File: src/common/cpu_pkg.sv
// cpu package: widths, instruction fields, opcodes and ALU operations of the core
package cpu_pkg;

    localparam int XLEN       = 32;  // data and instruction width
    localparam int PC_W       = 8;   // pc counts instructions
    localparam int REG_ADDR_W = 5;

    // instruction field positions
    localparam int OPCODE_LSB = 26;
    localparam int RS_LSB     = 21;
    localparam int RT_LSB     = 16;
    localparam int RD_LSB     = 11;
    localparam int SHAMT_LSB  = 6;
    localparam int FUNCT_LSB  = 0;

    localparam logic [5:0] OP_RTYPE = 6'h00;
    localparam logic [5:0] OP_ADDI  = 6'h08;
    localparam logic [5:0] OP_LW    = 6'h23;
    localparam logic [5:0] OP_SW    = 6'h2b;

    localparam logic [5:0] FN_SLL = 6'h00;  // all-zero word lands here, rd 0
    localparam logic [5:0] FN_ADD = 6'h20;
    localparam logic [5:0] FN_SUB = 6'h22;
    localparam logic [5:0] FN_AND = 6'h24;
    localparam logic [5:0] FN_OR  = 6'h25;
    localparam logic [5:0] FN_SLT = 6'h2a;

    typedef enum logic [2:0] {
        ALU_ADD,
        ALU_SUB,
        ALU_AND,
        ALU_OR,
        ALU_SLT,
        ALU_SLL
    } alu_op_t;

endpackage

File: src/logic/fetch_stage.sv
// fetch stage: program counter with user load, stall hold and increment
`timescale 1ns/100ps

module fetch_stage import cpu_pkg::*;
(
    input  logic            SYS_clk,
    input  logic            SYS_reset,
    input  logic            load,
    input  logic [PC_W-1:0] pc_val,
    input  logic            stall,
    output logic [PC_W-1:0] pc
);

    always_ff @(posedge SYS_clk or posedge SYS_reset)
    begin
        if (SYS_reset)
        begin
            pc <= '0;
        end
        else if (load)
        begin
            pc <= pc_val;  // user load wins over stall
        end
        else if (!stall)
        begin
            pc <= pc + 1'b1;
        end
    end

    a_pc_known: assert property (@(posedge SYS_clk) disable iff (SYS_reset)
        !$isunknown(pc))
        else $error("pc unknown after reset");

endmodule

File: config.mk
export PLATFORM = sky130hd
export DESIGN_NAME = fetch_stage
export DESIGN_NICKNAME = d
export VERILOG_FILES = /design/src/common/cpu_pkg.sv /design/src/logic/fetch_stage.sv
export SDC_FILE = /design/constraint.sdc
export NUM_CORES = 1
export LEC_CHECK = 0
export BUFFER_PORTS_ARGS = -buffer_cell sky130_fd_sc_hd__buf_4
export CAP_MARGIN = 20
export CORE_AREA = 3 3 40 42
export CTS_BUF_LIST = sky130_fd_sc_hd__clkbuf_8
export DETAILED_ROUTE_END_ITERATION = 12
export DIE_AREA = 0 0 43 45
export SLEW_MARGIN = 10
export SYNTH_ARGS = -nofsm -noshare
export SYNTH_HDL_FRONTEND = slang
export SYNTH_SLANG_ARGS = --single-unit
export TNS_END_PERCENT = 30
File: constraint.sdc
create_clock -name SYS_clk -period 2 [get_ports SYS_clk]
set_clock_uncertainty 0.05 [all_clocks]
set_input_delay 0.1 -clock SYS_clk [delete_from_list [all_inputs] [get_ports SYS_clk]]
set_output_delay 0.1 -clock SYS_clk [all_outputs]
set_load 0.05 [all_outputs]
# == After elaboration in Yosys (flattened, before gate mapping) ==
# Cells that the tools add are included.
# op_classes
n_mux,2
eq_ne,1
add_sub_neg,1
# ops
operator,count
two-way mux 8 bit,2
"adder 8 x 1 -> 8 bit, second input constant",1
"!= test 2 bit, second input constant",1
# totals
elab_cells,5
inputBits,12
output_inout_bits,8
regBits,8

# == Depth between registers and ports, before layout ==
# depth
depth_word,3
depth_mapped,4
ltp_nobuf,4

# == Worst setup path before layout ==
# No wires, ideal clock.
# synth_timing
kind,register -> register
start,register pc[0]
end,register pc[6]
required_ns,1.868
setup_time_ns,0.082
path_buffers,0
path_stages_with_launch,5
setup_slack_ns,0.343
synth_period_minus_slack_ns,1.657
t_arrival_ns,1.525
cell_sequence,dfrtp_1 > ha_1 > nand4b_1 > or3_1 > a31oi_1
# synth_via
elab_chain_len,3
# synth_rtl
item,line_no,text
start: declaration,fetch_stage.sv:11,output logic [PC_W-1:0] pc
start signal: assignment,fetch_stage.sv:22,pc <= pc_val;
start signal: assignment,fetch_stage.sv:26,pc <= pc + 1'b1;
adder 8 x 1 -> 8 bit,fetch_stage.sv:26,
two-way mux 8 bit,fetch_stage.sv:24,else if (!stall)
two-way mux 8 bit,fetch_stage.sv:20,else if (load)
# Every way passes these cells. The select of a mux whose other input is x is not followed.
# A chain may end at the register's enable or synchronous reset.

# == Worst setup path in the final report ==
# Same ends and word-level chain as after synthesis.

==> flow_summary.toml <==
[synth]
synth_warnings = 0
synthesis.nets = 60
ys_seq_elements = 8
syn_area_per_cell_um2 = 9.24
synth_cells = 47
netlist-cell-type-count = 18
yosysSeqAreaShare = 0.461
netlist_area_um2 = 434

[final_layout]
reg_top3 = "pc (8)"
top_register = "pc"
fillers = 126
area_growth_pct = 48.1
drive_gt1_frac = 0.333
final_nets = 84
antennaDiodeCount = 0
largest_reg_flops = 8

[setup_path]
end_kind = "flip-flop"
worst_setup_path_start_kind = "flip-flop"
path_delay_family = "simple AND/OR/NAND/NOR gates"
cp_slowest_cell = "dfrtp_1"
ff2ff_setup_slack_ns = 0.61
r2r_end = "pc[6]"
crit_type = "reg2reg"
r2r-start = "pc[0]"
reg2regPathDepth = 4
crit_required_ns = 2.09
max_stage_delay_ns = 0.42
crit_chain = "ha_1 -> nand4b_1 -> or3_1 -> a31oi_1"
cp_max_fo = 5
path_buf_inv = 0
arrival_ns = 1.48

[min_path]
whs_endpoint = "pc[4]"
min-delay-start = "pc_val[4]"
min_path_cells = 3
hold_path_class = "in2reg"

[global_routing]
grt_max_degree = 15
antenna_found_initial = 0
grt.total_usage = 0.122
grt_pass1_vias = 416
grt-ovfl-total = 0
grt_pass1_wl_um = 1700

[drt]
drtIter0Drc = 7
avgViaCountPerCell = 4.88
routed_wl_um = 977
ant_nets = 0
drc = 0
wl_per_cell_um = 11.6
dr.pass1.iters = 4
via_count = 410

[placement]
gp_congestion = 0.684
hpwlAfterDp_um = 759
port-buffer-count = 19

[floorplan]
fp.dieW_um = 43
ios = 20
core-area_um2 = 1280
die-area_um2 = 1940
rows = 13
dieHeight_um = 45
start_util = 0.338

[sta]
rsz0062_at_grt = "no"
setup_tns_ns = 0
max_freq_mhz = 721
setup_violations = 0
slew_headroom = 0.798
slew_viol_final = 0
fin_crit_sh = 0.693
worst-slew-pin-transition_ns = 0.303
timing.final.hold_violations = 0
fin_crit_ns = 1.39

[power_and_ir_drop]
pwr_density_cell_nw_per_um2 = 864
finalPower_mw = 0.556
leakage_nw = 0.304
ir_drop_mv = 0.537

[clock_network]
cts_setup_buffers = 0
insertion_delay_ns = 0.23
cts_resized = 0
htreeDepth = 1
clk_path_buf_depth = 2
cts_tree = "yes"
cts_inserted_buffers = 3
clock-sinks = 8
cts-root-buf = "clkbuf_8"
clkTransAtPathRegs_ns = 0.04

[outcome]
status = "finished clean"

[job]
drv_cap = 0
-- power by group --
| part | switching [mW] | total [mW] | internal, mW |
|---|---|---|---|
| logic | 0.0996 | 0.160 | 0.0604 |
| clock network | 0.0610 | 0.191 | 0.130 |
| registers | 0.0242 | 0.205 | 0.180 |
| total | 0.185 | 0.556 | 0.371 |
-- worst max-delay path by stage --
stage                 end  cells past startpoint   from  slack [ns]
floorplan           pc[6]                      4  pc[0]        0.34
global route        pc[6]                      4  pc[0]        0.49
CTS                 pc[6]                      4  pc[0]        0.61
detailed placement  pc[6]                      4  pc[0]        0.63
finish              pc[6]                      4  pc[0]        0.61
global placement    pc[6]                      4  pc[0]        0.69
-- cells in the final DEF (no fill, tap or decap) --
master | netlist | final
a311o_1 | 1 | 1
a31oi_1 | 2 | 2
and2b_2 | 1 | 1
and4b_1 | 1 | 1
buf_4 | 0 | 19
clkbuf_8 | 0 | 3
dfrtp_1 | 8 | 8
dlygate4sd3_1 | 0 | 1
ha_1 | 1 | 1
inv_1 | 3 | 3
mux2i_1 | 1 | 1
nand2_1 | 7 | 7
nand3_1 | 1 | 1
nand4_1 | 2 | 2
nand4b_1 | 2 | 2
nor2_1 | 3 | 3
o21ai_0 | 7 | 7
or3_1 | 2 | 2
xnor2_1 | 2 | 2
xor2_1 | 2 | 2
-- per-stage QoR --
step                      setup slack, ns  instance area [um^2]  std cells  hold WS (ns)   util
after floorplan                     0.343                   434         47        -0.134      -
after global placement              0.686                   592         80        0.0229  0.461
after detailed placement            0.630                   592         80        0.0226  0.461
after CTS                           0.614                   643         84        0.0261  0.500
after global routing                0.489                   643         84        0.0473  0.500
final                               0.614                   643         84        0.0281  0.500
-- worst reg2reg max path, cell delays in order (launching register included) --
cell,delay [ns]
dfrtp_1,0.42
ha_1,0.20
nand4b_1,0.15
or3_1,0.33
a31oi_1,0.16
-- cells in the mapped netlist --
cell type | n | share of area
clkbuf_1 | 1 | 0.0086
ha_1 | 1 | 0.029
nand2_1 | 7 | 0.061
xnor2_1 | 2 | 0.040
dfrtp_1 | 8 | 0.46
nand4_1 | 2 | 0.029
mux2i_1 | 1 | 0.023
nand3_1 | 1 | 0.012
inv_1 | 3 | 0.026
o21ai_0 | 7 | 0.081
nor2_1 | 3 | 0.026
nand4b_1 | 2 | 0.040
and4b_1 | 1 | 0.023
or3_1 | 2 | 0.029
a311o_1 | 1 | 0.023
xor2_1 | 2 | 0.040
a31oi_1 | 2 | 0.029
and2b_2 | 1 | 0.020
-- cell families after synthesis --
logic type / Yosys count / share of synthesized area
simple gates: 19 / 0.239
compound gates: 10 / 0.133
flops: 8 / 0.461
xor+xnor: 4 / 0.0807
buf+inv: 4 / 0.0346
mux: 1 / 0.0231
fa+ha+maj: 1 / 0.0288
-- layout make-up --
type                       instances  area [um^2]  share of cell area
timing repair buffer              20          153               0.237
tap                               15         18.8              0.0292
clock buffer                       3         41.3              0.0642
multi-input combinational         35          219               0.340
inverter                           3         11.3              0.0175
sequential                         8          200               0.311
-- metal layers --
metal,up-vias,global-route usage,share of wire
li1,213,-,-
met1,184,0.129,0.42
met2,13,0.210,0.49
met3,0,0.0558,0.083
met4,0,0.0542,0
met5,-,0,0
-- repair_timing --
| action | CTS | global route |
|---|---|---|
| hold buffers | 1 | 0 |
| setup endpoints to repair | 0 | 0 |
| hold endpoints to repair | 8 | 0 |
No activity file was read; power rests on OpenSTA's default activity.
