--- src/common/cpu_pkg.sv ---
// cpu package: widths, instruction fields, opcodes and ALU operations of the core
package cpu_pkg;

    localparam int XLEN       = 32;  // data and instruction width
    localparam int PC_W       = 8;   // pc counts instructions
    localparam int REG_ADDR_W = 5;

    // instruction field positions
    localparam int OPCODE_LSB = 26;
    localparam int RS_LSB     = 21;
    localparam int RT_LSB     = 16;
    localparam int RD_LSB     = 11;
    localparam int SHAMT_LSB  = 6;
    localparam int FUNCT_LSB  = 0;

    localparam logic [5:0] OP_RTYPE = 6'h00;
    localparam logic [5:0] OP_ADDI  = 6'h08;
    localparam logic [5:0] OP_LW    = 6'h23;
    localparam logic [5:0] OP_SW    = 6'h2b;

    localparam logic [5:0] FN_SLL = 6'h00;  // all-zero word lands here, rd 0
    localparam logic [5:0] FN_ADD = 6'h20;
    localparam logic [5:0] FN_SUB = 6'h22;
    localparam logic [5:0] FN_AND = 6'h24;
    localparam logic [5:0] FN_OR  = 6'h25;
    localparam logic [5:0] FN_SLT = 6'h2a;

    typedef enum logic [2:0] {
        ALU_ADD,
        ALU_SUB,
        ALU_AND,
        ALU_OR,
        ALU_SLT,
        ALU_SLL
    } alu_op_t;

endpackage

--- src/logic/memory_stage.sv ---
// memory stage: memory register, word-addressed data memory and write-back register
`timescale 1ns/100ps

module memory_stage import cpu_pkg::*;
#(
    parameter int DMEM_ADDR_W = 6
)
(
    input  logic                  SYS_clk,
    input  logic                  SYS_reset,
    input  logic [XLEN-1:0]       alu_result,
    input  logic [XLEN-1:0]       store_data,
    input  logic [REG_ADDR_W-1:0] ex_dest,
    input  logic                  ex_write,
    input  logic                  ex_mem_read,
    input  logic                  ex_mem_write,
    output logic [XLEN-1:0]       mem_result,
    output logic [REG_ADDR_W-1:0] mem_dest,
    output logic                  mem_write_reg,
    output logic                  mem_load,
    output logic                  wb_write,
    output logic [REG_ADDR_W-1:0] wb_dest,
    output logic [XLEN-1:0]       wb_data
);

    logic [XLEN-1:0]        dmem [2**DMEM_ADDR_W];
    logic [XLEN-1:0]        store_q;
    logic                   mem_store;
    logic [DMEM_ADDR_W-1:0] word_addr;

    always_ff @(posedge SYS_clk or posedge SYS_reset)
    begin
        if (SYS_reset)
        begin
            mem_write_reg <= 1'b0;
            mem_load      <= 1'b0;
            mem_store     <= 1'b0;
            wb_write      <= 1'b0;
        end
        else
        begin
            mem_write_reg <= ex_write;
            mem_load      <= ex_mem_read;
            mem_store     <= ex_mem_write;
            wb_write      <= mem_write_reg;
        end
    end

    always_ff @(posedge SYS_clk)
    begin
        mem_result <= alu_result;
        store_q    <= store_data;
        mem_dest   <= ex_dest;
        wb_dest    <= mem_dest;
        wb_data    <= mem_load ? dmem[word_addr] : mem_result;  // load data or alu
    end

    assign word_addr = mem_result[2 +: DMEM_ADDR_W];  // byte offset bits ignored

    always_ff @(posedge SYS_clk)
    begin
        if (mem_store)
            dmem[word_addr] <= store_q;
    end

    a_rd_wr_excl: assert property (@(posedge SYS_clk) disable iff (SYS_reset)
        !(mem_load && mem_store))
        else $error("data memory read and write in the same cycle");

endmodule

--- config.mk ---
export PLATFORM = sky130hd
export DESIGN_NAME = memory_stage
export DESIGN_NICKNAME = d
export VERILOG_FILES = /design/src/common/cpu_pkg.sv /design/src/logic/memory_stage.sv
export SDC_FILE = /design/constraint.sdc
export NUM_CORES = 2
export LEC_CHECK = 0
export ABC_CLOCK_PERIOD_IN_PS = 5800
export BUFFER_PORTS_ARGS = -buffer_cell sky130_fd_sc_hd__buf_2
export CORE_MARGIN = 1.5
export CORE_UTILIZATION = 30
export CTS_CLUSTER_SIZE = 30
export DETAILED_ROUTE_END_ITERATION = 16
export PLACE_DENSITY = 0.46
export SLEW_MARGIN = 20
export SYNTH_ARGS = -nofsm -noshare
export SYNTH_HDL_FRONTEND = slang
export SYNTH_SLANG_ARGS = --single-unit
--- constraint.sdc ---
create_clock -name SYS_clk -period 5.8 [get_ports SYS_clk]
set_input_delay 0.29 -clock SYS_clk [delete_from_list [all_inputs] [get_ports SYS_clk]]
set_output_delay 0.29 -clock SYS_clk [all_outputs]
set_load 0.1 [all_outputs]
# Word-level counts from Yosys, hierarchy flattened

Memories as Yosys holds them, arrays and structs flattened. A register that Yosys moved wholly into a read port is not among the register bits.
Cells that the tools add are included.

Add/sub/neg operators: 0
Multiply operators: 0
Divide/modulo/power cells: 0
Magnitude comparators: 0
Eq/ne operators: 0
Shift-type cells: 0
Muxes and demuxes: 3
Bitwise gates (word level): 0
Reductions and logical operators: 0

Operator list:

| operator          | number |
|---|---|
| 2-to-1 mux 32 bit | 1 |
| 2-to-1 mux 1 bit  | 2 |

Bits in registers: 110
Bits in latches: 0
RAM bits: 2048
Memory bits (read-only): 0
Input bits: 74
Output and inout port bits: 77
Logic and storage cells: 13
Memories: 1

Memories:

| memory | depth | bits a word | read ports | clocked after Yosys merged registers in | write ports | RTL line           | RTL |
|---|---|---|---|---|---|---|---|
| dmem   | 64    | 32          | 1          | 1                                       | 1           | memory_stage.sv:26 | `logic [XLEN-1:0] dmem [2**DMEM_ADDR_W];` |

# Depth between registers and ports, before layout

Word-level depth: 2
Mapped depth: 12
Depth with buffers taken out: 6

# Worst setup path before layout

Ideal clock, no wire load.

Kind: register -> register
From: reg mem_result[6]
To: mem dmem[51][0] (enable)
Setup time: 0.461 ns
Data arrival time: 4.341 ns
Required time: 5.339 ns
Slack: 0.998 ns
Cell stages (with the launch flop): 7
Buffers on the path: 2
Clock period less this slack: 4.802 ns
Path through: dfxtp_1 > clkbuf_1 > nand2_1 > nor2_1 > clkbuf_1 > nand2_1 > nor3_1

RTL lines:

| what                   | RTL line           | RTL |
|---|---|---|
| from (decl)            | memory_stage.sv:17 | `output logic [XLEN-1:0] mem_result,` |
| from (signal assigned) | memory_stage.sv:51 | `mem_result <= alu_result;` |
| to (decl)              | memory_stage.sv:26 |  |

Straight into the memory's write port.

==> qor.json <==
{
  "logic_synthesis": {
    "synth_edf_count": 2048,
    "mean_instance_size_in_the_synthesized_netlist_um2": 18.8,
    "synth.distinct_cells": 70,
    "synth-warning-count": 0,
    "net_count_after_synthesis": 4403,
    "synth.ff_latch_count": 2158,
    "synth.cell_area_mm2": 0.0814,
    "syn_inst_count": 4329,
    "ys.flop_type": "sky130_fd_sc_hd__edfxtp_1",
    "async_reset_ff_share_pct": 0.185,
    "synth_seq_area_share_pct": 78.3
  },
  "placement": {
    "place.detailed.hpwl_um": 186000,
    "gp_congestion": 0.854,
    "io_buffer_count": 150
  },
  "finish": {
    "finalNetCount": 4837,
    "multiInputGateArea_mm2": 0.0166,
    "areaGrowthSynthToFinish_pct": 18.8,
    "regMostFlops": "dmem",
    "ff_latch_area_mm2": 0.0638,
    "layout-drive-gt1-share_pct": 23.1,
    "n_fill_cell": 25130,
    "largest_reg_flops": 2048
  },
  "route": {
    "drt-pass1-iter-count": 5,
    "met2_length_um": 146000,
    "drt-vias-per-instance": 5.58,
    "vias_post_dr": 47726,
    "drt-met1-wl_um": 133000,
    "drcViolationCount": 0,
    "dr_wl_met3_um": 26600,
    "highest-signal-layer": "met5",
    "detail_route.iter0.violations": 6756,
    "post_detailed_route_wirelength_per_cell_um": 37.0,
    "postRouteWirelength_um": 317000,
    "antenna_violating_nets_post_route": 0
  },
  "status": {
    "outcome": "finished, final reports clean"
  },
  "sta": {
    "totalNegativeSetupSlack_ns": 0,
    "setup_repair_after_global_routing_missed_its_margin": "false",
    "final_max_slew_viol_count": 0,
    "max_slew.worst_pin.slew_ns": 1.15,
    "clock_skew_ns": 0.0815,
    "finalWorstPathRequiredPeriod_ns": 4.41,
    "worst_slew_margin_rel_pct": 23.3,
    "final_min_period_over_clock_period_pct": 76.0,
    "report.final.hold_viol_count": 0,
    "hold-worst-slack_ns": 0.0296,
    "max_clock_freq_ghz": 0.227,
    "setup-violations-final": 0
  },
  "worst_setup_path": {
    "crit_path_cell_trace": "buf_12, inv_4, buf_12, mux2i_1, o22ai_1, a211oi_1, o211ai_1, o32a_1",
    "worst_path_most_repeated_cell": "sky130_fd_sc_hd__buf_12",
    "timing.reg2reg.setup_slack_ns": 1.39,
    "data_required_time_at_the_worst_endpoint_ns": 6.53,
    "critical_path_class": "reg -> reg",
    "worst_r2r_path_cells": 8,
    "startpoint_of_the_worst_slack_reg_to_reg_timing_path": "mem_result[3]$_DFF_P_",
    "timing.critical_path.arrival_ns": 5.14,
    "startpoint_type": "flop",
    "timing.rr.end": "wb_data[20]$_DFF_P_",
    "worst_path_max_delay_cell": "sky130_fd_sc_hd__mux2i_1",
    "worst_setup_end_kind": "flop",
    "cp_max_fo": 52,
    "cp_slowest_stage_delay_ns": 0.82
  },
  "floorplan": {
    "starting_density_of_the_core_pct": 30.1,
    "core-area_mm2": 0.270,
    "design.portCount": 151,
    "fp.dieArea_mm2": 0.274,
    "die_width_um": 524,
    "placementRows": 191,
    "fp.dieH_um": 524
  },
  "global_routing": {
    "grt_first_pass_wirelength_um": 422000,
    "vias_in_the_first_global_route": 45570,
    "number_of_antenna_violations_at_the_first_check_in_global_routing": 19,
    "grt_util_all_layers_pct": 22.7,
    "gr-total-overflow": 0,
    "maximum_number_of_pins_on_one_net_before_global_route_repair": 75
  },
  "clocking": {
    "worst_setup_hold_path_clk_slew_ns": 0.06,
    "clock_sinks": 2158,
    "cts_setup_buffers": 0,
    "cts_tree": "built",
    "insertion_delay_ns": 0.93,
    "htree_levels": 4,
    "cts-root-buf": "sky130_fd_sc_hd__clkbuf_16",
    "cts_made_buffers": 241,
    "cts.path.max_buffers": 4
  },
  "power_and_ir_drop": {
    "power.leakage_nw": 30.8,
    "post-layout-total-power_w": 0.0348,
    "p_per_area_mw_per_mm2": 360,
    "irDropWorstVdd_mv": 0.245
  },
  "hold_path": {
    "hold_end": "mem_result[12]$_DFF_P_",
    "min-delay-start": "alu_result[12]",
    "hold-path-cell-count": 2,
    "worst_hold_path_type": "in -> reg"
  },
  "job": {
    "max_cap_violations": 0
  }
}
-- report_power, final --
part           internal, W  switching, W  leakage, nW  total [W]
clock              0.00873       0.00641         3.72     0.0151
combinational     0.000593       0.00170         7.71    0.00230
sequential          0.0172      0.000200         19.4     0.0174
total               0.0265       0.00832         30.8     0.0348
-- routing by layer --
layer	up-vias	track usage, %
li1	18899	-
met1	25818	31.5
met2	2510	35.6
met3	491	4.54
met4	8	7.32
met5	-	0
-- cell families after synthesis --
kind of cell / Yosys count / synth area share, %
compound gates: 936 / 8.41
simple gates: 384 / 2.07
buf+inv: 300 / 2.00
flops: 2158 / 78.3
mux: 551 / 9.21
-- through the flow --
step	area [µm²]	utilization, %	worst slack (ns)	instances
finish	96700	35.8	1.39	8553
detailed placement	88000	32.5	1.46	7987
floorplan	81400	-	0.998	4329
global route	96700	35.8	1.52	8546
global placement	87900	32.5	1.05	7983
CTS	96600	35.8	1.52	8533
-- worst max-delay path: cells and delay by family, from the launching register on --
kind | cells | cell delay (ns)
buf+inv | 3 | 1.21
mux | 1 | 0.82
compound gates | 4 | 1.48
flops | 1 | 0.52
-- how the worst max path moves through the flow --
| stage | from | to | slack, ns | cells past startpoint |
|---|---|---|---|---|
| floorplan | mem_result[6]$_DFF_P_ | dmem[51][0]$_DFFE_PP_ | 1.0 | 6 |
| global placement | mem_result[2]$_DFF_P_ | wb_data[0]$_DFF_P_ | 1.05 | 8 |
| detailed placement | mem_result[4]$_DFF_P_ | wb_data[16]$_DFF_P_ | 1.46 | 8 |
| CTS | mem_result[4]$_DFF_P_ | wb_data[16]$_DFF_P_ | 1.52 | 8 |
| global route | mem_result[3]$_DFF_P_ | wb_data[15]$_DFF_P_ | 1.52 | 9 |
| finish | mem_result[3]$_DFF_P_ | wb_data[20]$_DFF_P_ | 1.39 | 8 |
-- cells in the final DEF, fill, tap and decap left out, drive strengths merged, types with 33 or more instances in the layout --
cell type / count
o21ai: 110
clkbuf: 326
clkinv: 81
dlygate4sd3: 103
buf: 383
o22ai: 99
a221oi: 222
a21oi: 121
nand2: 104
mux2: 162
dfxtp: 106
mux2i: 247
edfxtp: 2048
mux4: 142
nor2: 187
a22o: 33
a22oi: 158
-- synth_stat cells, drive strengths merged (6+ instances only) --
library cell,count,area (µm²)
edfxtp,2048,61500
mux2i,247,2470
a221oi,222,1940
buf,209,1290
nor2,187,702
mux2,162,1820
a22oi,158,1190
mux4,142,3200
a21oi,121,606
o21ai,110,551
dfxtp,106,2120
nand2,104,390
o22ai,99,619
clkbuf,86,323
a22o,33,289
a31oi,31,194
a221o,29,290
o2bb2ai,20,175
a211oi,16,120
o32a,16,160
nor3,15,75.1
nand3,14,70.1
o221ai,14,123
a222oi,9,90.1
and3,8,50.1
and2,7,43.8
nor2b,7,43.8
o211ai,7,52.6
o22a,7,61.3
a41oi,6,52.6
nand2b,6,37.5
-- cell type report --
class                      count  share of cell area [%]
multi-input combinational   1871                    17.2
clock inverter               117                    1.23
tap                         3570                    4.62
timing repair buffer         486                    4.18
inverter                       5                  0.0298
antenna                       20                  0.0518
clock buffer                 326                    6.69
sequential                  2158                    66.0
-- repair_timing --
action                                 CTS  global route
hold buffers                           103             0
endpoints found under the hold margin   76             0
gates resized for setup                  0             0
No activity file was read; power rests on OpenSTA's default activity.
