$ cat src/common/cpu_pkg.sv
// cpu package: widths, instruction fields, opcodes and ALU operations of the core
package cpu_pkg;

    localparam int XLEN       = 32;  // data and instruction width
    localparam int PC_W       = 8;   // pc counts instructions
    localparam int REG_ADDR_W = 5;

    // instruction field positions
    localparam int OPCODE_LSB = 26;
    localparam int RS_LSB     = 21;
    localparam int RT_LSB     = 16;
    localparam int RD_LSB     = 11;
    localparam int SHAMT_LSB  = 6;
    localparam int FUNCT_LSB  = 0;

    localparam logic [5:0] OP_RTYPE = 6'h00;
    localparam logic [5:0] OP_ADDI  = 6'h08;
    localparam logic [5:0] OP_LW    = 6'h23;
    localparam logic [5:0] OP_SW    = 6'h2b;

    localparam logic [5:0] FN_SLL = 6'h00;  // all-zero word lands here, rd 0
    localparam logic [5:0] FN_ADD = 6'h20;
    localparam logic [5:0] FN_SUB = 6'h22;
    localparam logic [5:0] FN_AND = 6'h24;
    localparam logic [5:0] FN_OR  = 6'h25;
    localparam logic [5:0] FN_SLT = 6'h2a;

    typedef enum logic [2:0] {
        ALU_ADD,
        ALU_SUB,
        ALU_AND,
        ALU_OR,
        ALU_SLT,
        ALU_SLL
    } alu_op_t;

endpackage

$ cat src/logic/hazard_unit.sv
// hazard unit: dependency stall and memory-to-decode forward detection
`timescale 1ns/100ps

module hazard_unit import cpu_pkg::*;
(
    input  logic [REG_ADDR_W-1:0] rs,
    input  logic [REG_ADDR_W-1:0] rt,
    input  logic                  reads_rt,
    input  logic [REG_ADDR_W-1:0] ex_dest,
    input  logic                  ex_write,
    input  logic [REG_ADDR_W-1:0] mem_dest,
    input  logic                  mem_write_reg,
    input  logic                  mem_load,
    output logic                  stall,
    output logic                  fwd_rs,
    output logic                  fwd_rt
);

    logic mem_alu_write;
    logic rs_ex;
    logic rt_ex;
    logic rs_ld;
    logic rt_ld;

    // nonzero source matching an active destination
    function automatic logic hit(input logic [REG_ADDR_W-1:0] src,
                                 input logic [REG_ADDR_W-1:0] dst,
                                 input logic                  en);
        hit = en && (src != '0) && (src == dst);
    endfunction

    assign mem_alu_write = mem_write_reg && !mem_load;

    assign rs_ex = hit(rs, ex_dest, ex_write);  // result not computed yet
    assign rt_ex = reads_rt && hit(rt, ex_dest, ex_write);
    assign rs_ld = hit(rs, mem_dest, mem_load);  // load data not back yet
    assign rt_ld = reads_rt && hit(rt, mem_dest, mem_load);

    assign stall  = rs_ex || rt_ex || rs_ld || rt_ld;
    assign fwd_rs = hit(rs, mem_dest, mem_alu_write);
    assign fwd_rt = reads_rt && hit(rt, mem_dest, mem_alu_write);

    // the memory stage never presents an r0 write as a forward source
    always_comb
    begin
        a_no_fwd_r0: assert #0 (!mem_write_reg || mem_dest != '0)
            else $error("memory stage presents a write to register zero");
    end

endmodule

$ cat config.mk
export PLATFORM = sky130hd
export DESIGN_NAME = hazard_unit
export DESIGN_NICKNAME = d
export VERILOG_FILES = /design/src/common/cpu_pkg.sv /design/src/logic/hazard_unit.sv
export SDC_FILE = /design/constraint.sdc
export NUM_CORES = 1
export LEC_CHECK = 0
export BUFFER_PORTS_ARGS = -buffer_cell sky130_fd_sc_hd__buf_2
export CORE_AREA = 2 2 39 41
export DETAILED_ROUTE_END_ITERATION = 16
export DIE_AREA = 0 0 41 43
export PLACE_DENSITY = 0.53
export SETUP_SLACK_MARGIN = 0.15
export SYNTH_ARGS = -nofsm -noshare
export SYNTH_HDL_FRONTEND = slang
export SYNTH_SLANG_ARGS = --single-unit
$ cat constraint.sdc
create_clock -name vclk -period 1.6
set_input_delay 0.16 -clock vclk [all_inputs]
set_output_delay 0.16 -clock vclk [all_outputs]
set_load 0.01 [all_outputs]
======== Word-level counts from Yosys, hierarchy flattened ========
Cells that the tools add are included.
word-level totals
  word-level logic and storage cells ...... 26
  register bits after elaboration ......... 0
  output and inout port bits .............. 3
cells by class
  equal/unequal tests ..................... 4
  reductions and logical operators ........ 22
operators with widths
  kind                count
  == test 5 bit       4
  logical AND 1 bit   16
  nonzero test 5 bit  2
  logical OR 1 bit    3
  logical NOT 1 bit   1

======== Logic depth before layout (Yosys ltp) ========
Gate-level depths: netlist (run 1).
  depth in word-level cells ............... 7
  gate-level depth with buffers ........... 5

======== Worst setup path after synthesis (run 1) ========
No wires, ideal clock.
  path type ............................... input to output
  start point ............................. in rs[1]
  end point ............................... out stall
  buffers on the path ..................... 0
  stages on the path ...................... 5
  arrival time ............................ 1.068 ns
  setup slack ............................. 0.372 ns
  required time ........................... 1.440 ns
  cell sequence ........................... or4_1 nor2_2 nor4_1 o21ai_1 nand2_1
on the way
  cells in the longest elaborated chain, start to end .. 6
  elaborated cells between the ends (all ways) .. 10
RTL lines
  item                             RTL line           RTL
  from (decl)                      hazard_unit.sv:6   input logic [REG_ADDR_W-1:0] rs,
  nonzero test 5 bit               hazard_unit.sv:29  hit = en && (src != '0) && (src == dst);
  logical AND 1 bit (2 in a row)   hazard_unit.sv:29
  logical OR 1 bit                 hazard_unit.sv:39  assign stall = rs_ex || rt_ex || rs_ld || rt_ld;
  logical OR 1 bit * (2 in a row)  hazard_unit.sv:39
  to (decl)                        hazard_unit.sv:14  output logic stall,
Every way passes the cells marked *; elsewhere a longest branch is shown, timed or not.

======== Final worst setup path (run 1) ========
  start point ............................. in rs[3]
  end point ............................... out stall
Same word-level chain as after synthesis.

==> results.cfg, run 1 <==
[status]
status = finished, final reports clean

[yosys]
synth_cells = 38
yosysUniqueCellTypes = 13
ys.warnings.count = 0
seq_area_frac_synth = 0
syn-cell-area_um2 = 283
syn-num-nets = 62
synth.avg_cell_area_um2 = 7.44

[setup_path]
cp-end-kind = output port
path_class = primary input to output port
crit_required_ps = 1440
worst_ep_arrival_time_ps = 1280
path_cells = buf_8, or4_4, nor2_4, nor4_2, a21oi_1, nand2_1, buf_2
cp-start-kind = primary input
slowest_delay_ps = 530
crit_fanout = 2
cp_slowest_cell = or4_4

[floorplanning]
core-area_um2 = 1380
die_area_um2 = 1760
die_y_um = 43
fp.dieW_um = 41
std_cell_rows = 14
io_pins = 27
start_util = 0.204

[sta]
worst_slack_ps = 155
min_period_ps = 1440
fin_crit_sh = 0.903
fin_hold_ws_ps = 627
relSlewSlack = 0.822
maxSlewViolCount = 0
hold_viol = 0
worst_pin_slew_ps = 264
setup-violations-final = 0
max_clock_freq_ghz = 0.692
tns_ps = 0
rsz0062_at_grt = yes

[grt]
antenna_found_initial = 0
grt_max_degree = 4
grt_pass1_wl_um = 1570
grt_overflow = 0
first_global_vias = 376
grt.total_usage = 0.123

[pwr]
peakVddDrop_mv = 0.0850
power.density_nw_per_um2 = 243
leakagePower_nw = 0.237

[layout]
syn_to_final_growth_pct = 90.3
fillerInstances = 148
nNetsFinal = 93
layout-drive-gt1-share = 0.552
register_area_um2 = 0
flops_and_latches = 0
diodes = 0
multi_input_area_um2 = 335
nClkBuffers = 0

[placed_design]
dp_slack_ps = 111
gp_congestion = 0.769
port_buffers = 27

[routing]
ant_nets = 0
route.detailed.drc = 0
drtIter0Drc = 3
firstDrtPassIters = 4
route.vias.total = 381
postRouteWirelength_um = 955
wl_met2_um = 498
routedWlPerCell_um = 11.5
viasPerCell = 4.59
routedLengthMet1_um = 406
wl_met3_um = 49
top_layer = met3

[hold_path]
whs_endpoint = stall
hold_depth = 4
hp-class = primary input to output port
hold_start = mem_load

[clock_tree]
cts_hold_buf = 0

[job]
drv_cap = 0
cells by family after synthesis:
logic type       Yosys count  share of synthesized area
AO/OA/AOI/OAI              2                     0.0354
XOR/XNOR                  20                      0.619
AND/OR/NAND/NOR           16                      0.345
worst max-delay path by stage:
stage	from	to	slack [ps]
2_1_floorplan	rs[1]	stall	370
3_3_place_gp	rs[1]	stall	80
3_5_place_dp	rs[1]	stall	110
4_1_cts	rt[3]	stall	130
5_1_grt	rs[3]	stall	90
6_report	rs[3]	stall	160
cells in the final DEF, fill, tap and decap left out, drive strengths merged, types with 2 or more instances in the layout:
| cell | Yosys | layout |
|---|---|---|
| nor2 | 2 | 2 |
| nand4 | 2 | 2 |
| nand3 | 2 | 2 |
| nor4 | 3 | 3 |
| xnor2 | 10 | 10 |
| or4 | 2 | 2 |
| buf | 0 | 29 |
| and3b | 2 | 2 |
| xor2 | 10 | 10 |
| nor3 | 2 | 2 |
worst max-delay path, delay by kind of cell:
family / cells / cell delay [ps]
compound gates: 1 / 120
buf+inv: 2 / 220
simple gates: 4 / 770
timing repair:
action / 4_1_cts / 5_1_grt
hold endpoints to repair: 0 / 0
setup buffers: 2 / 0
pin swaps: 12 / 5
gates resized for setup: 19 / 0
endpoints found under the setup margin: 3 / 3
layer usage:
layer / vias up / track usage
li1: 197 / -
met3: 0 / 0
met2: 12 / 0.216
met5: - / 0
met1: 172 / 0.171
met4: 0 / 0
stage by stage:
step	utilization	total power, mW	instance area (µm²)	instances
floorplan	-	0.0482	283	38
global placement	0.316	0.104	438	81
global route	0.389	0.143	538	83
CTS	0.389	0.130	538	83
finish	0.389	0.131	538	83
detailed placement	0.316	0.103	438	81
layout make-up:
class	instances	share of cell area
Timing Repair Buffer	29	0.340
Multi-Input combinational cell	38	0.623
Tap cell	16	0.0372
power by group:
group	internal [mW]	leakage, nW	switching (mW)
combinational	0.0702	0.237	0.0603
clock	0	0	0
sequential	0	0	0
total	0.0702	0.237	0.0603
synthesized netlist by cell type, drive strengths merged:
master	n	area, µm²
xnor2	10	87.6
nor3	2	10.0
nor4	3	18.8
nand4	2	12.5
nand2	1	3.75
xor2	10	87.6
nand3	2	10.0
nor2	2	10.0
a21oi	1	5.00
and3b	2	17.5
or4	2	15.0
o21ai	1	5.00
No activity file was read; power rests on OpenSTA's default activity.
==> run 2: changes to the inputs <==
- clock period: 1.6 -> 1.8 ns (I/O delays scaled with it)
==> run 2 against run 1 <==
Against the previous run: cell area down 19%; non-clock buffer count shrank 2; combinational power shrank 30%; cell count fell by 2.4%; highest routed layer unchanged; via count is 4.5% lower; count of clock-buffer cells in the layout unchanged; die area is the same; worst hold slack improved by 48 ps; sequential share of layout area is the same; power down 30%; largest power group unchanged; global-route usage decreased by 1.9 points; flip-flop and latch count unchanged.
==> results.cfg, run 2 (synthesis gave the netlist of run 1 again) <==
[grt]
grt.total_usage = 0.104
grt_max_degree = 4
antenna_found_initial = 0
first_global_vias = 359
grt_overflow = 0
grt_pass1_wl_um = 1360

[routing]
wl_met2_um = 400
route.detailed.drc = 0
ant_nets = 0
routedLengthMet1_um = 363
routedWlPerCell_um = 10.3
top_layer = met3
drtIter0Drc = 6
wl_met3_um = 70
route.vias.total = 364
firstDrtPassIters = 4
postRouteWirelength_um = 835
viasPerCell = 4.49

[floorplanning]
core-area_um2 = 1380
fp.dieW_um = 41
die_area_um2 = 1760
std_cell_rows = 14
die_y_um = 43
io_pins = 27
start_util = 0.204

[layout]
multi_input_area_um2 = 283
layout-drive-gt1-share = 0.431
nNetsFinal = 91
nClkBuffers = 0
finalInstanceArea_um2 = 438
syn_to_final_growth_pct = 54.9
fillerInstances = 151
diodes = 0
flops_and_latches = 0
register_area_um2 = 0
final_cell_mix = buf_2 (27), xor2_1 (10), xnor2_1 (10)
final_common_cell = buf_2

[setup_path]
crit_fanout = 3
crit_required_ps = 1620
cp-end-kind = output port
path_cells = buf_2, or4_1, nor2_1, nor4_1, o21ai_1, nand2_1, buf_2
cp_slowest_cell = or4_1
cp-start-kind = primary input
path_class = primary input to output port
worst_ep_arrival_time_ps = 1350
slowest_delay_ps = 510
crit_path_frequent_cell = buf_2

[sta]
maxSlewViolCount = 0
setup-violations-final = 0
worst_pin_slew_ps = 359
relSlewSlack = 0.758
tns_ps = 0
hold_viol = 0
rsz0062_at_grt = no
max_clock_freq_ghz = 0.653
fin_crit_sh = 0.851
min_period_ps = 1530

[placed_design]
port_buffers = 27
hpwl_um = 791
gp_congestion = 0.770
place_area_um2 = 438

[status]
status = finished, final reports clean

[pwr]
seq_power_share = 0
leakagePower_nw = 0.211
p_comb_frac = 1.000
p_int_mw = 0.0483
clkPwrFrac = 0
swShare = 0.472
p_switching_mw = 0.0431
power.density_nw_per_um2 = 209
peakVddDrop_mv = 0.0717

[job]
drv_cap = 0

[clock_tree]
ctsResizeCount = 0
post-cts-setup-buffers = 0
cts_hold_buf = 0

[hold_path]
hp-class = primary input to output port
run 2: cell types whose count changed in the layout (fill, tap and decap cells not counted), sizes merged:
cell	before	now
buf	29	27
run 2: worst paths after layout:
kind | to | startpoint | cells past startpoint | slack (ps)
worst min-delay path | stall | mem_load | 4 | 680
worst max-delay path | stall | rt[1] | 7 | 270
run 2: layout make-up:
| class | instances | share of cell area |
|---|---|---|
| Multi-Input combinational cell | 38 | 0.646 |
| Timing Repair Buffer | 27 | 0.309 |
| Tap cell | 16 | 0.0457 |
run 2: through the flow:
stage | hold WS, ps | instances | utilization | total power [mW] | worst slack, ps
final | 675 | 81 | 0.316 | 0.0914 | 268
after global routing | 714 | 81 | 0.316 | 0.101 | 176
after CTS | 676 | 81 | 0.316 | 0.0919 | 268
after detailed placement | 679 | 81 | 0.316 | 0.0915 | 272
after global placement | 679 | 81 | 0.316 | 0.0924 | 239
after floorplan | 500 | 38 | - | 0.0428 | 532
run 2: worst max-delay path, delay by kind of cell:
family / cells / cell delay (ps)
simple gates: 4 / 800
buf+inv: 2 / 250
compound gates: 1 / 120
run 2: routing by layer:
layer / up-vias / track usage
met5: - / 0
met1: 159 / 0.142
li1: 191 / -
met3: 0 / 0
met2: 14 / 0.184
met4: 0 / 0
run 2: power groups by stage:
stage | combinational, mW | sequential (mW) | clock (mW)
floorplan | 0.0428 | 0 | 0
global placement | 0.0924 | 0 | 0
detailed placement | 0.0915 | 0 | 0
CTS | 0.0919 | 0 | 0
global route | 0.101 | 0 | 0
finish | 0.0914 | 0 | 0
