<file path="config.mk">
export PLATFORM = sky130hd
export DESIGN_NAME = decode_stage
export DESIGN_NICKNAME = d
export VERILOG_FILES = /design/src/common/cpu_pkg.sv /design/src/decode/register_file.sv /design/src/decode/decode_stage.sv
export SDC_FILE = /design/constraint.sdc
export NUM_CORES = 2
export LEC_CHECK = 0
export CORE_MARGIN = 3
export CORE_UTILIZATION = 50
export CTS_BUF_LIST = sky130_fd_sc_hd__clkbuf_16
export CTS_CLUSTER_SIZE = 14
export DETAILED_ROUTE_END_ITERATION = 16
export DONT_BUFFER_PORTS = 1
export GPL_TIMING_DRIVEN = 0
export PLACE_DENSITY = 0.77
export SLEW_MARGIN = 15
export SYNTH_ARGS = -nofsm -noshare
export SYNTH_HDL_FRONTEND = slang
export SYNTH_SLANG_ARGS = --single-unit
</file>
<file path="constraint.sdc">
create_clock -name SYS_clk -period 102.7 [get_ports SYS_clk]
set_input_delay 30.81 -clock SYS_clk [delete_from_list [all_inputs] [get_ports SYS_clk]]
set_output_delay 30.81 -clock SYS_clk [all_outputs]
set_load 0.02 [all_outputs]
</file>
<file path="src/common/cpu_pkg.sv">
// cpu package: widths, instruction fields, opcodes and ALU operations of the core
package cpu_pkg;

    localparam int XLEN       = 32;  // data and instruction width
    localparam int PC_W       = 8;   // pc counts instructions
    localparam int REG_ADDR_W = 5;

    // instruction field positions
    localparam int OPCODE_LSB = 26;
    localparam int RS_LSB     = 21;
    localparam int RT_LSB     = 16;
    localparam int RD_LSB     = 11;
    localparam int SHAMT_LSB  = 6;
    localparam int FUNCT_LSB  = 0;

    localparam logic [5:0] OP_RTYPE = 6'h00;
    localparam logic [5:0] OP_ADDI  = 6'h08;
    localparam logic [5:0] OP_LW    = 6'h23;
    localparam logic [5:0] OP_SW    = 6'h2b;

    localparam logic [5:0] FN_SLL = 6'h00;  // all-zero word lands here, rd 0
    localparam logic [5:0] FN_ADD = 6'h20;
    localparam logic [5:0] FN_SUB = 6'h22;
    localparam logic [5:0] FN_AND = 6'h24;
    localparam logic [5:0] FN_OR  = 6'h25;
    localparam logic [5:0] FN_SLT = 6'h2a;

    typedef enum logic [2:0] {
        ALU_ADD,
        ALU_SUB,
        ALU_AND,
        ALU_OR,
        ALU_SLT,
        ALU_SLL
    } alu_op_t;

endpackage

</file>
<file path="src/decode/register_file.sv">
// register file: 32 words, write-through reads and a probe port
`timescale 1ns/100ps

module register_file import cpu_pkg::*;
(
    input  logic                  SYS_clk,
    input  logic                  SYS_reset,
    input  logic [REG_ADDR_W-1:0] rs_addr,
    input  logic [REG_ADDR_W-1:0] rt_addr,
    input  logic                  wr_en,
    input  logic [REG_ADDR_W-1:0] wr_addr,
    input  logic [XLEN-1:0]       wr_data,
    input  logic [REG_ADDR_W-1:0] probe_addr,
    output logic [XLEN-1:0]       rs_data,
    output logic [XLEN-1:0]       rt_data,
    output logic [XLEN-1:0]       probe_data
);

    logic [XLEN-1:0] regs [2**REG_ADDR_W];

    always_ff @(posedge SYS_clk or posedge SYS_reset)
    begin
        if (SYS_reset)
        begin
            for (int i = 0; i < 2**REG_ADDR_W; i++)
                regs[i] <= '0;
        end
        else if (wr_en)
        begin
            regs[wr_addr] <= wr_data;
        end
    end

    // same-cycle write-back is visible to decode
    assign rs_data    = (wr_en && wr_addr == rs_addr) ? wr_data : regs[rs_addr];
    assign rt_data    = (wr_en && wr_addr == rt_addr) ? wr_data : regs[rt_addr];
    assign probe_data = regs[probe_addr];

    // decode masks r0 writes so r0 keeps its reset value
    a_r0_zero: assert property (@(posedge SYS_clk) disable iff (SYS_reset)
        (rs_addr != '0 || rs_data == '0) && (rt_addr != '0 || rt_data == '0)
        && (probe_addr != '0 || probe_data == '0))
        else $error("register zero reads nonzero");

endmodule

</file>
<file path="src/decode/decode_stage.sv">
// decode stage: instruction register, control decode, immediate and operand forwarding
`timescale 1ns/100ps

module decode_stage import cpu_pkg::*;
(
    input  logic                  SYS_clk,
    input  logic                  SYS_reset,
    input  logic [XLEN-1:0]       instr,
    input  logic                  stall,
    input  logic                  fwd_rs,
    input  logic                  fwd_rt,
    input  logic [XLEN-1:0]       mem_result,
    input  logic                  wb_write,
    input  logic [REG_ADDR_W-1:0] wb_dest,
    input  logic [XLEN-1:0]       wb_data,
    input  logic [REG_ADDR_W-1:0] probe_addr,
    output logic [REG_ADDR_W-1:0] rs,
    output logic [REG_ADDR_W-1:0] rt,
    output logic                  reads_rt,
    output logic [XLEN-1:0]       op_a,
    output logic [XLEN-1:0]       op_b,
    output logic [XLEN-1:0]       imm,
    output logic [REG_ADDR_W-1:0] dest,
    output logic                  reg_write,
    output logic                  mem_read,
    output logic                  mem_write,
    output logic                  alu_src_imm,
    output alu_op_t               alu_op,
    output logic [4:0]            shamt,
    output logic [XLEN-1:0]       probe_data
);

    logic [XLEN-1:0] instr_q;
    logic [5:0]      opcode;
    logic [5:0]      funct;
    logic            is_valid;
    logic            use_rd;
    logic            wr_ctl;
    logic [XLEN-1:0] rs_data;
    logic [XLEN-1:0] rt_data;

    always_ff @(posedge SYS_clk or posedge SYS_reset)
    begin
        if (SYS_reset)
            instr_q <= '0;  // nop
        else if (!stall)
            instr_q <= instr;
    end

    assign opcode = instr_q[OPCODE_LSB +: 6];
    assign funct  = instr_q[FUNCT_LSB +: 6];

    always_comb
    begin
        is_valid    = 1'b0;
        use_rd      = 1'b0;
        wr_ctl      = 1'b0;
        reads_rt    = 1'b0;
        mem_read    = 1'b0;
        mem_write   = 1'b0;
        alu_src_imm = 1'b0;
        alu_op      = ALU_ADD;
        case (opcode)
            OP_RTYPE:
            begin
                is_valid = 1'b1;
                case (funct)
                    FN_ADD:  alu_op = ALU_ADD;
                    FN_SUB:  alu_op = ALU_SUB;
                    FN_AND:  alu_op = ALU_AND;
                    FN_OR:   alu_op = ALU_OR;
                    FN_SLT:  alu_op = ALU_SLT;
                    FN_SLL:  alu_op = ALU_SLL;
                    default: is_valid = 1'b0;  // unknown funct is a nop
                endcase
                use_rd   = is_valid;
                wr_ctl   = is_valid;
                reads_rt = is_valid;
            end
            OP_ADDI:
            begin
                is_valid    = 1'b1;
                wr_ctl      = 1'b1;
                alu_src_imm = 1'b1;
            end
            OP_LW:
            begin
                is_valid    = 1'b1;
                wr_ctl      = 1'b1;
                mem_read    = 1'b1;
                alu_src_imm = 1'b1;
            end
            OP_SW:
            begin
                is_valid    = 1'b1;
                reads_rt    = 1'b1;  // store data
                mem_write   = 1'b1;
                alu_src_imm = 1'b1;
            end
            default:
            begin
                is_valid = 1'b0;
            end
        endcase
    end

    // a nop reports r0 as its source so the hazard unit ignores it
    assign rs        = is_valid ? instr_q[RS_LSB +: REG_ADDR_W] : '0;
    assign rt        = instr_q[RT_LSB +: REG_ADDR_W];
    assign dest      = use_rd ? instr_q[RD_LSB +: REG_ADDR_W] : rt;
    assign reg_write = wr_ctl && (dest != '0);  // r0 writes count as no write
    assign imm       = {{(XLEN-16){instr_q[15]}}, instr_q[15:0]};
    assign shamt     = instr_q[SHAMT_LSB +: 5];

    register_file regfile_i (
        .SYS_clk    (SYS_clk),
        .SYS_reset  (SYS_reset),
        .rs_addr    (rs),
        .rt_addr    (rt),
        .wr_en      (wb_write),
        .wr_addr    (wb_dest),
        .wr_data    (wb_data),
        .probe_addr (probe_addr),
        .rs_data    (rs_data),
        .rt_data    (rt_data),
        .probe_data (probe_data)
    );

    assign op_a = fwd_rs ? mem_result : rs_data;  // alu result one stage ahead
    assign op_b = fwd_rt ? mem_result : rt_data;

endmodule

</file>
Yosys cells after proc, flatten, opt, wreduce, memory -nomap -nowiden. Index checks and enable logic that the tools add are counted.

Bits in read-only memories: 0. RAM bits: 0. Bits in registers: 1056. Input bits: 112. Latch bits: 0. Memories kept: 0. Output and inout port bits: 156.

Equal/unequal tests: 10. Bitwise operators: 4. Add/sub/neg operators: 0. Multiply operators: 0. Muxes and demuxes: 28. Divide/modulo/power cells: 0. Reductions and logical operators: 10. Shift-type cells: 0. Magnitude comparators: 5.

Operators with widths (number): $bwmux W1024 (1); $bmux W32 S5 (3); $mux W32 (11); $demux W32 S5 (1); $eq A6 B6 Y1 const B (7); $ge A6 B6 Y1 const B (4); $not A5 Y6 (4); $pmux W3 S5 (1); $logic_not A6 Y1 (2); $eq A5 B5 Y1 (2); $mux W5 (2); $eq A6 B4 Y1 const B (1); $lt A6 B1 Y1 const B (1); $pmux W1 S2 (3); $reduce_or A6 Y1 (1); $mux W1 (5); $reduce_bool A5 Y1 (1); $logic_and A1 B1 Y1 (4); $mux W3 (1); $reduce_or A3 Y1 (1); $reduce_or A2 Y1 (1).

Logic depth before layout (Yosys ltp).
Depth in word-level cells: 11. Mapped depth: 13. Gate-level depth less buffers: 10.

Modules after synthesis. Synthesis repeated with hierarchy kept, for this count alone.

Cell total of the unflattened synthesis: 4611. Area, all modules: 66148.4 um^2.

Modules (own cells, without submodules): register_file (area each 63591.0 um^2, cells an instance 4381, instances 1, sequential area each 25624.6 um^2); decode_stage (area each 2557.5 um^2, cells an instance 230, instances 1, sequential area each 800.8 um^2).

Worst setup path after synthesis. OpenSTA, ideal clock, no wires.

Path kind: input to output. Start: input probe_addr[0]. End: output probe_data[13]. Path buffers: 3. Cell stages on the path: 6. Path slack: 38.935 ns. Arrival time: 32.955 ns. Cell sequence: clkbuf_1 buf_2 buf_1 mux4_2 mux4_2 mux2_2.

Cells in the longest elaborated chain, start to end: 4.

Ends and longest elaborated chain: start: declaration (RTL line decode_stage.sv:16) `input logic [REG_ADDR_W-1:0] probe_addr,`; $not A5 Y6 (implied by the code) (RTL line register_file.sv:37) `assign probe_data = regs[probe_addr];`; $bmux W32 S5 (RTL line register_file.sv:37); $mux W32 (implied by the code) (2 in a row) (RTL line register_file.sv:37); end: declaration (RTL line decode_stage.sv:30) `output logic [XLEN-1:0] probe_data`.

Every way passes these cells. The select of a mux whose other input is x is not followed.

Worst setup path in the final report.
Start: input wb_dest[2]. End: output op_b[18].

Cells in the longest elaborated chain, start to end: 4.

Ends and longest elaborated chain: start: declaration (RTL line decode_stage.sv:14) `input logic [REG_ADDR_W-1:0] wb_dest,`; $eq A5 B5 Y1 (RTL line register_file.sv:36) `assign rt_data = (wr_en && wr_addr == rt_addr) ? wr_data : regs[rt_addr];`; $logic_and A1 B1 Y1 (RTL line register_file.sv:36); $mux W32 (RTL line register_file.sv:36); $mux W32 (RTL line decode_stage.sv:130) `assign op_b = fwd_rt ? mem_result : rt_data;`; end: declaration (RTL line decode_stage.sv:21) `output logic [XLEN-1:0] op_b,`.

Every way passes these cells.

==> impl_metrics.tcl <==
set metrics [dict create \
    synthCells 4756 \
    pin_count 268 \
    syn_area_mm2 0.0663 \
    finalNetCount 5013 \
    synth_cell_type_count 64 \
    r2r_slack_ns 98.83 \
    comb_power_share 0.312 \
    fill_cells 10600 \
    drive_gt1_frac 0.498 \
    timing.rr.end "instr_q[21]" \
    cts_resized 0 \
    switching_share 0.353 \
    syn-num-nets 4868 \
    synth_most_common_cell "mux2_2" \
    synth_edf_count 0 \
    p_leak_nw 30.1 \
    fin_tns_setup_ns 0 \
    place_hpwl_um 239000 \
    status "finished, violations left" \
    synth_area_leaders "dfrtp_1 (40%), mux4_2 (26%), mux2_2 (20%)" \
    setup_viol 0 \
    report.final.slew_viol_count 10 \
    maxCapViolCount 3 \
    pwr-share-clk 0.304 \
    overflow 0 \
    avgSynthCellArea_um2 13.9 \
    die_x_um 370 \
    worstHoldPathType "flip-flop to flip-flop" \
    vias 56100 \
    track_usage 0.512 \
    coreArea_mm2 0.131 \
    cts.clk_slew.worst_paths_ns 0.06 \
    place_congestion 1.06 \
    yosysTopAreaCell "dfrtp_1" \
    crit_arrival_ns 35.12 \
    postCtsHoldBufs 0 \
    hold_viol_final 0 \
    ys_seq_area_frac 0.399 \
    critPathCaptureType "output port" \
    finClkSkew_ns 0 \
    rr_startpoint "instr_q[21]" \
    period_share 0.642 \
    synth_flop_cell "dfrtp_1" \
    p_per_area_mw_per_mm2 20.7 \
    max_freq_ghz 0.0152 \
    design.die.area_mm2 0.137 \
    numCtsBuffers 120 \
    async_flop_share 1.00 \
    worstPathMaxFanout 10 \
    worstPathRequired_ns 71.89 \
    worstSetupStartpoint "wb_dest[2]" \
    peakVddDrop_mv 0.0185 \
    ys_seq_elements 1056 \
    cts_setup_buffers 0 \
    clock_latency_ns 0.82 \
    postRouteAntennaNets 0 \
    power.internal_w 0.000982 \
    worstSetupPathType "input pin to output port" \
    rows 132 \
    crit_path_end "op_b[18]" \
    critPathLaunchType "input pin" \
    htree_levels 3 \
    tightestPinTransition_ns 1.50 \
    clock_path_buffers 3 \
    pwr-share-seq 0.384 \
    grt_pass1_wl_um 465000 \
    via_per_inst 8.25 \
    root_buffer "clkbuf_16" \
    violations "capacitance limit, slew limit" \
    min_period_ns 65.93 \
    antenna_found_initial 52 \
    portBuffers 0 \
    first_pass_iters 8 \
    p_switching_w 0.000536 \
    wire_per_inst_um 52.0 \
    synthTopCellsByCount "mux2_2 (1,169), dfrtp_1 (1,056), mux4_2 (754)" \
    synth_warnings 0 \
    grt_pass1_vias 52900 \
    drt_iter0_drc 10400 \
    drt-total-wl_um 353000 \
    start_util 0.508 \
    area_growth_pct 10.7 \
    clkSinkCount 1056 \
    rsz0062_at_grt "false" \
    slew_headroom -0.00199 \
    chipHeight_um 370 \
    cts_tree "yes" \
    grt_max_degree 112 \
    route.detailed.drc 0 \
    ff2ff_path_depth 6 \
    fin_util 0.562 \
    synthDominantCellAreaShare 0.399 \
]
worst min-delay path by stage:
stage	cells after the start	to	slack [ns]	start
finish	1	instr_q[10]	0.54	instr_q[10]
global route	1	instr_q[6]	0.56	instr_q[6]
CTS	1	instr_q[10]	0.54	instr_q[10]
detailed placement	1	instr_q[10]	0.52	instr_q[10]
global placement	1	instr_q[8]	0.51	instr_q[8]
floorplan	1	instr_q[11]	0.50	instr_q[11]
placed cells by master, fill, tap and decap left out, drive strengths merged, types with 32 or more instances in the layout:
cell	count
a211oi	48
a21oi	221
a221oi	32
buf	285
clkbuf	441
clkinv	44
dfrtp	1056
diode	64
inv	42
mux2	1169
mux2i	71
mux4	754
nand2	133
nor2	114
nor2b	81
nor4	51
o21ai	178
critical path, cell delays in order:
cell      delay, ns
clkbuf_1       0.62
xor2_1         0.14
nor4_1         0.28
and3_1         0.18
clkbuf_1       0.92
clkbuf_1       1.04
a21oi_1        0.44
o21ai_0        0.65
per-layer routing:
layer	global-route usage	routed length [um]
met5	0.0256	496
met4	0.405	35100
met3	0.320	63300
met2	0.665	140000
met1	0.594	115000
cell families (layout without fill, tap and decap cells):
kind of cell | Yosys count | count (layout) | synth area share
compound gates | 634 | 634 | 0.0610
xor+xnor | 8 | 8 | 0.00106
buf+inv | 599 | 837 | 0.0400
flops | 1056 | 1056 | 0.399
mux | 1994 | 1994 | 0.465
other cells | 0 | 64 | 0
simple gates | 465 | 465 | 0.0341
metrics by stage:
stage                     instance area [um^2]  worst slack [ns]  hold slack [ns]  std cells  total power (W)
after floorplan                          66300             38.93            0.503       4756         0.000866
final                                    73400             36.77            0.536       6800          0.00152
after global routing                     73300             36.96            0.557       6750          0.00154
after CTS                                73200             36.91            0.537       6736          0.00148
after global placement                   68500             29.49            0.513       6498          0.00102
after detailed placement                 69200             36.93            0.524       6521          0.00103
power by group through the flow:
stage          Sequential, W  Clock (W)  Combinational [W]
3_3_place_gp        0.000577          0           0.000439
2_1_floorplan       0.000554          0           0.000312
6_report            0.000583   0.000461           0.000474
5_1_grt             0.000589   0.000471           0.000477
4_1_cts             0.000575   0.000454           0.000451
3_5_place_dp        0.000582          0           0.000448
area by class of cell:
| cell class | instances | area (um^2) | area share |
|---|---|---|---|
| Tap cell | 1742 | 2180 | 0.0297 |
| Timing Repair Buffer | 23 | 534 | 0.00728 |
| Inverter | 18 | 76.3 | 0.00104 |
| Buffer | 581 | 2750 | 0.0375 |
| Antenna cell | 64 | 160 | 0.00218 |
| Clock inverter | 93 | 955 | 0.0130 |
| Sequential cell | 1056 | 26400 | 0.360 |
| Clock buffer | 122 | 3050 | 0.0416 |
| Multi-Input combinational cell | 3101 | 37300 | 0.508 |
registers in the layout (all words and copies together), names as in the netlist:
register and count:
instr_q 32, regfile_i.regs 1024
Power figures use the tool's default switching activity.
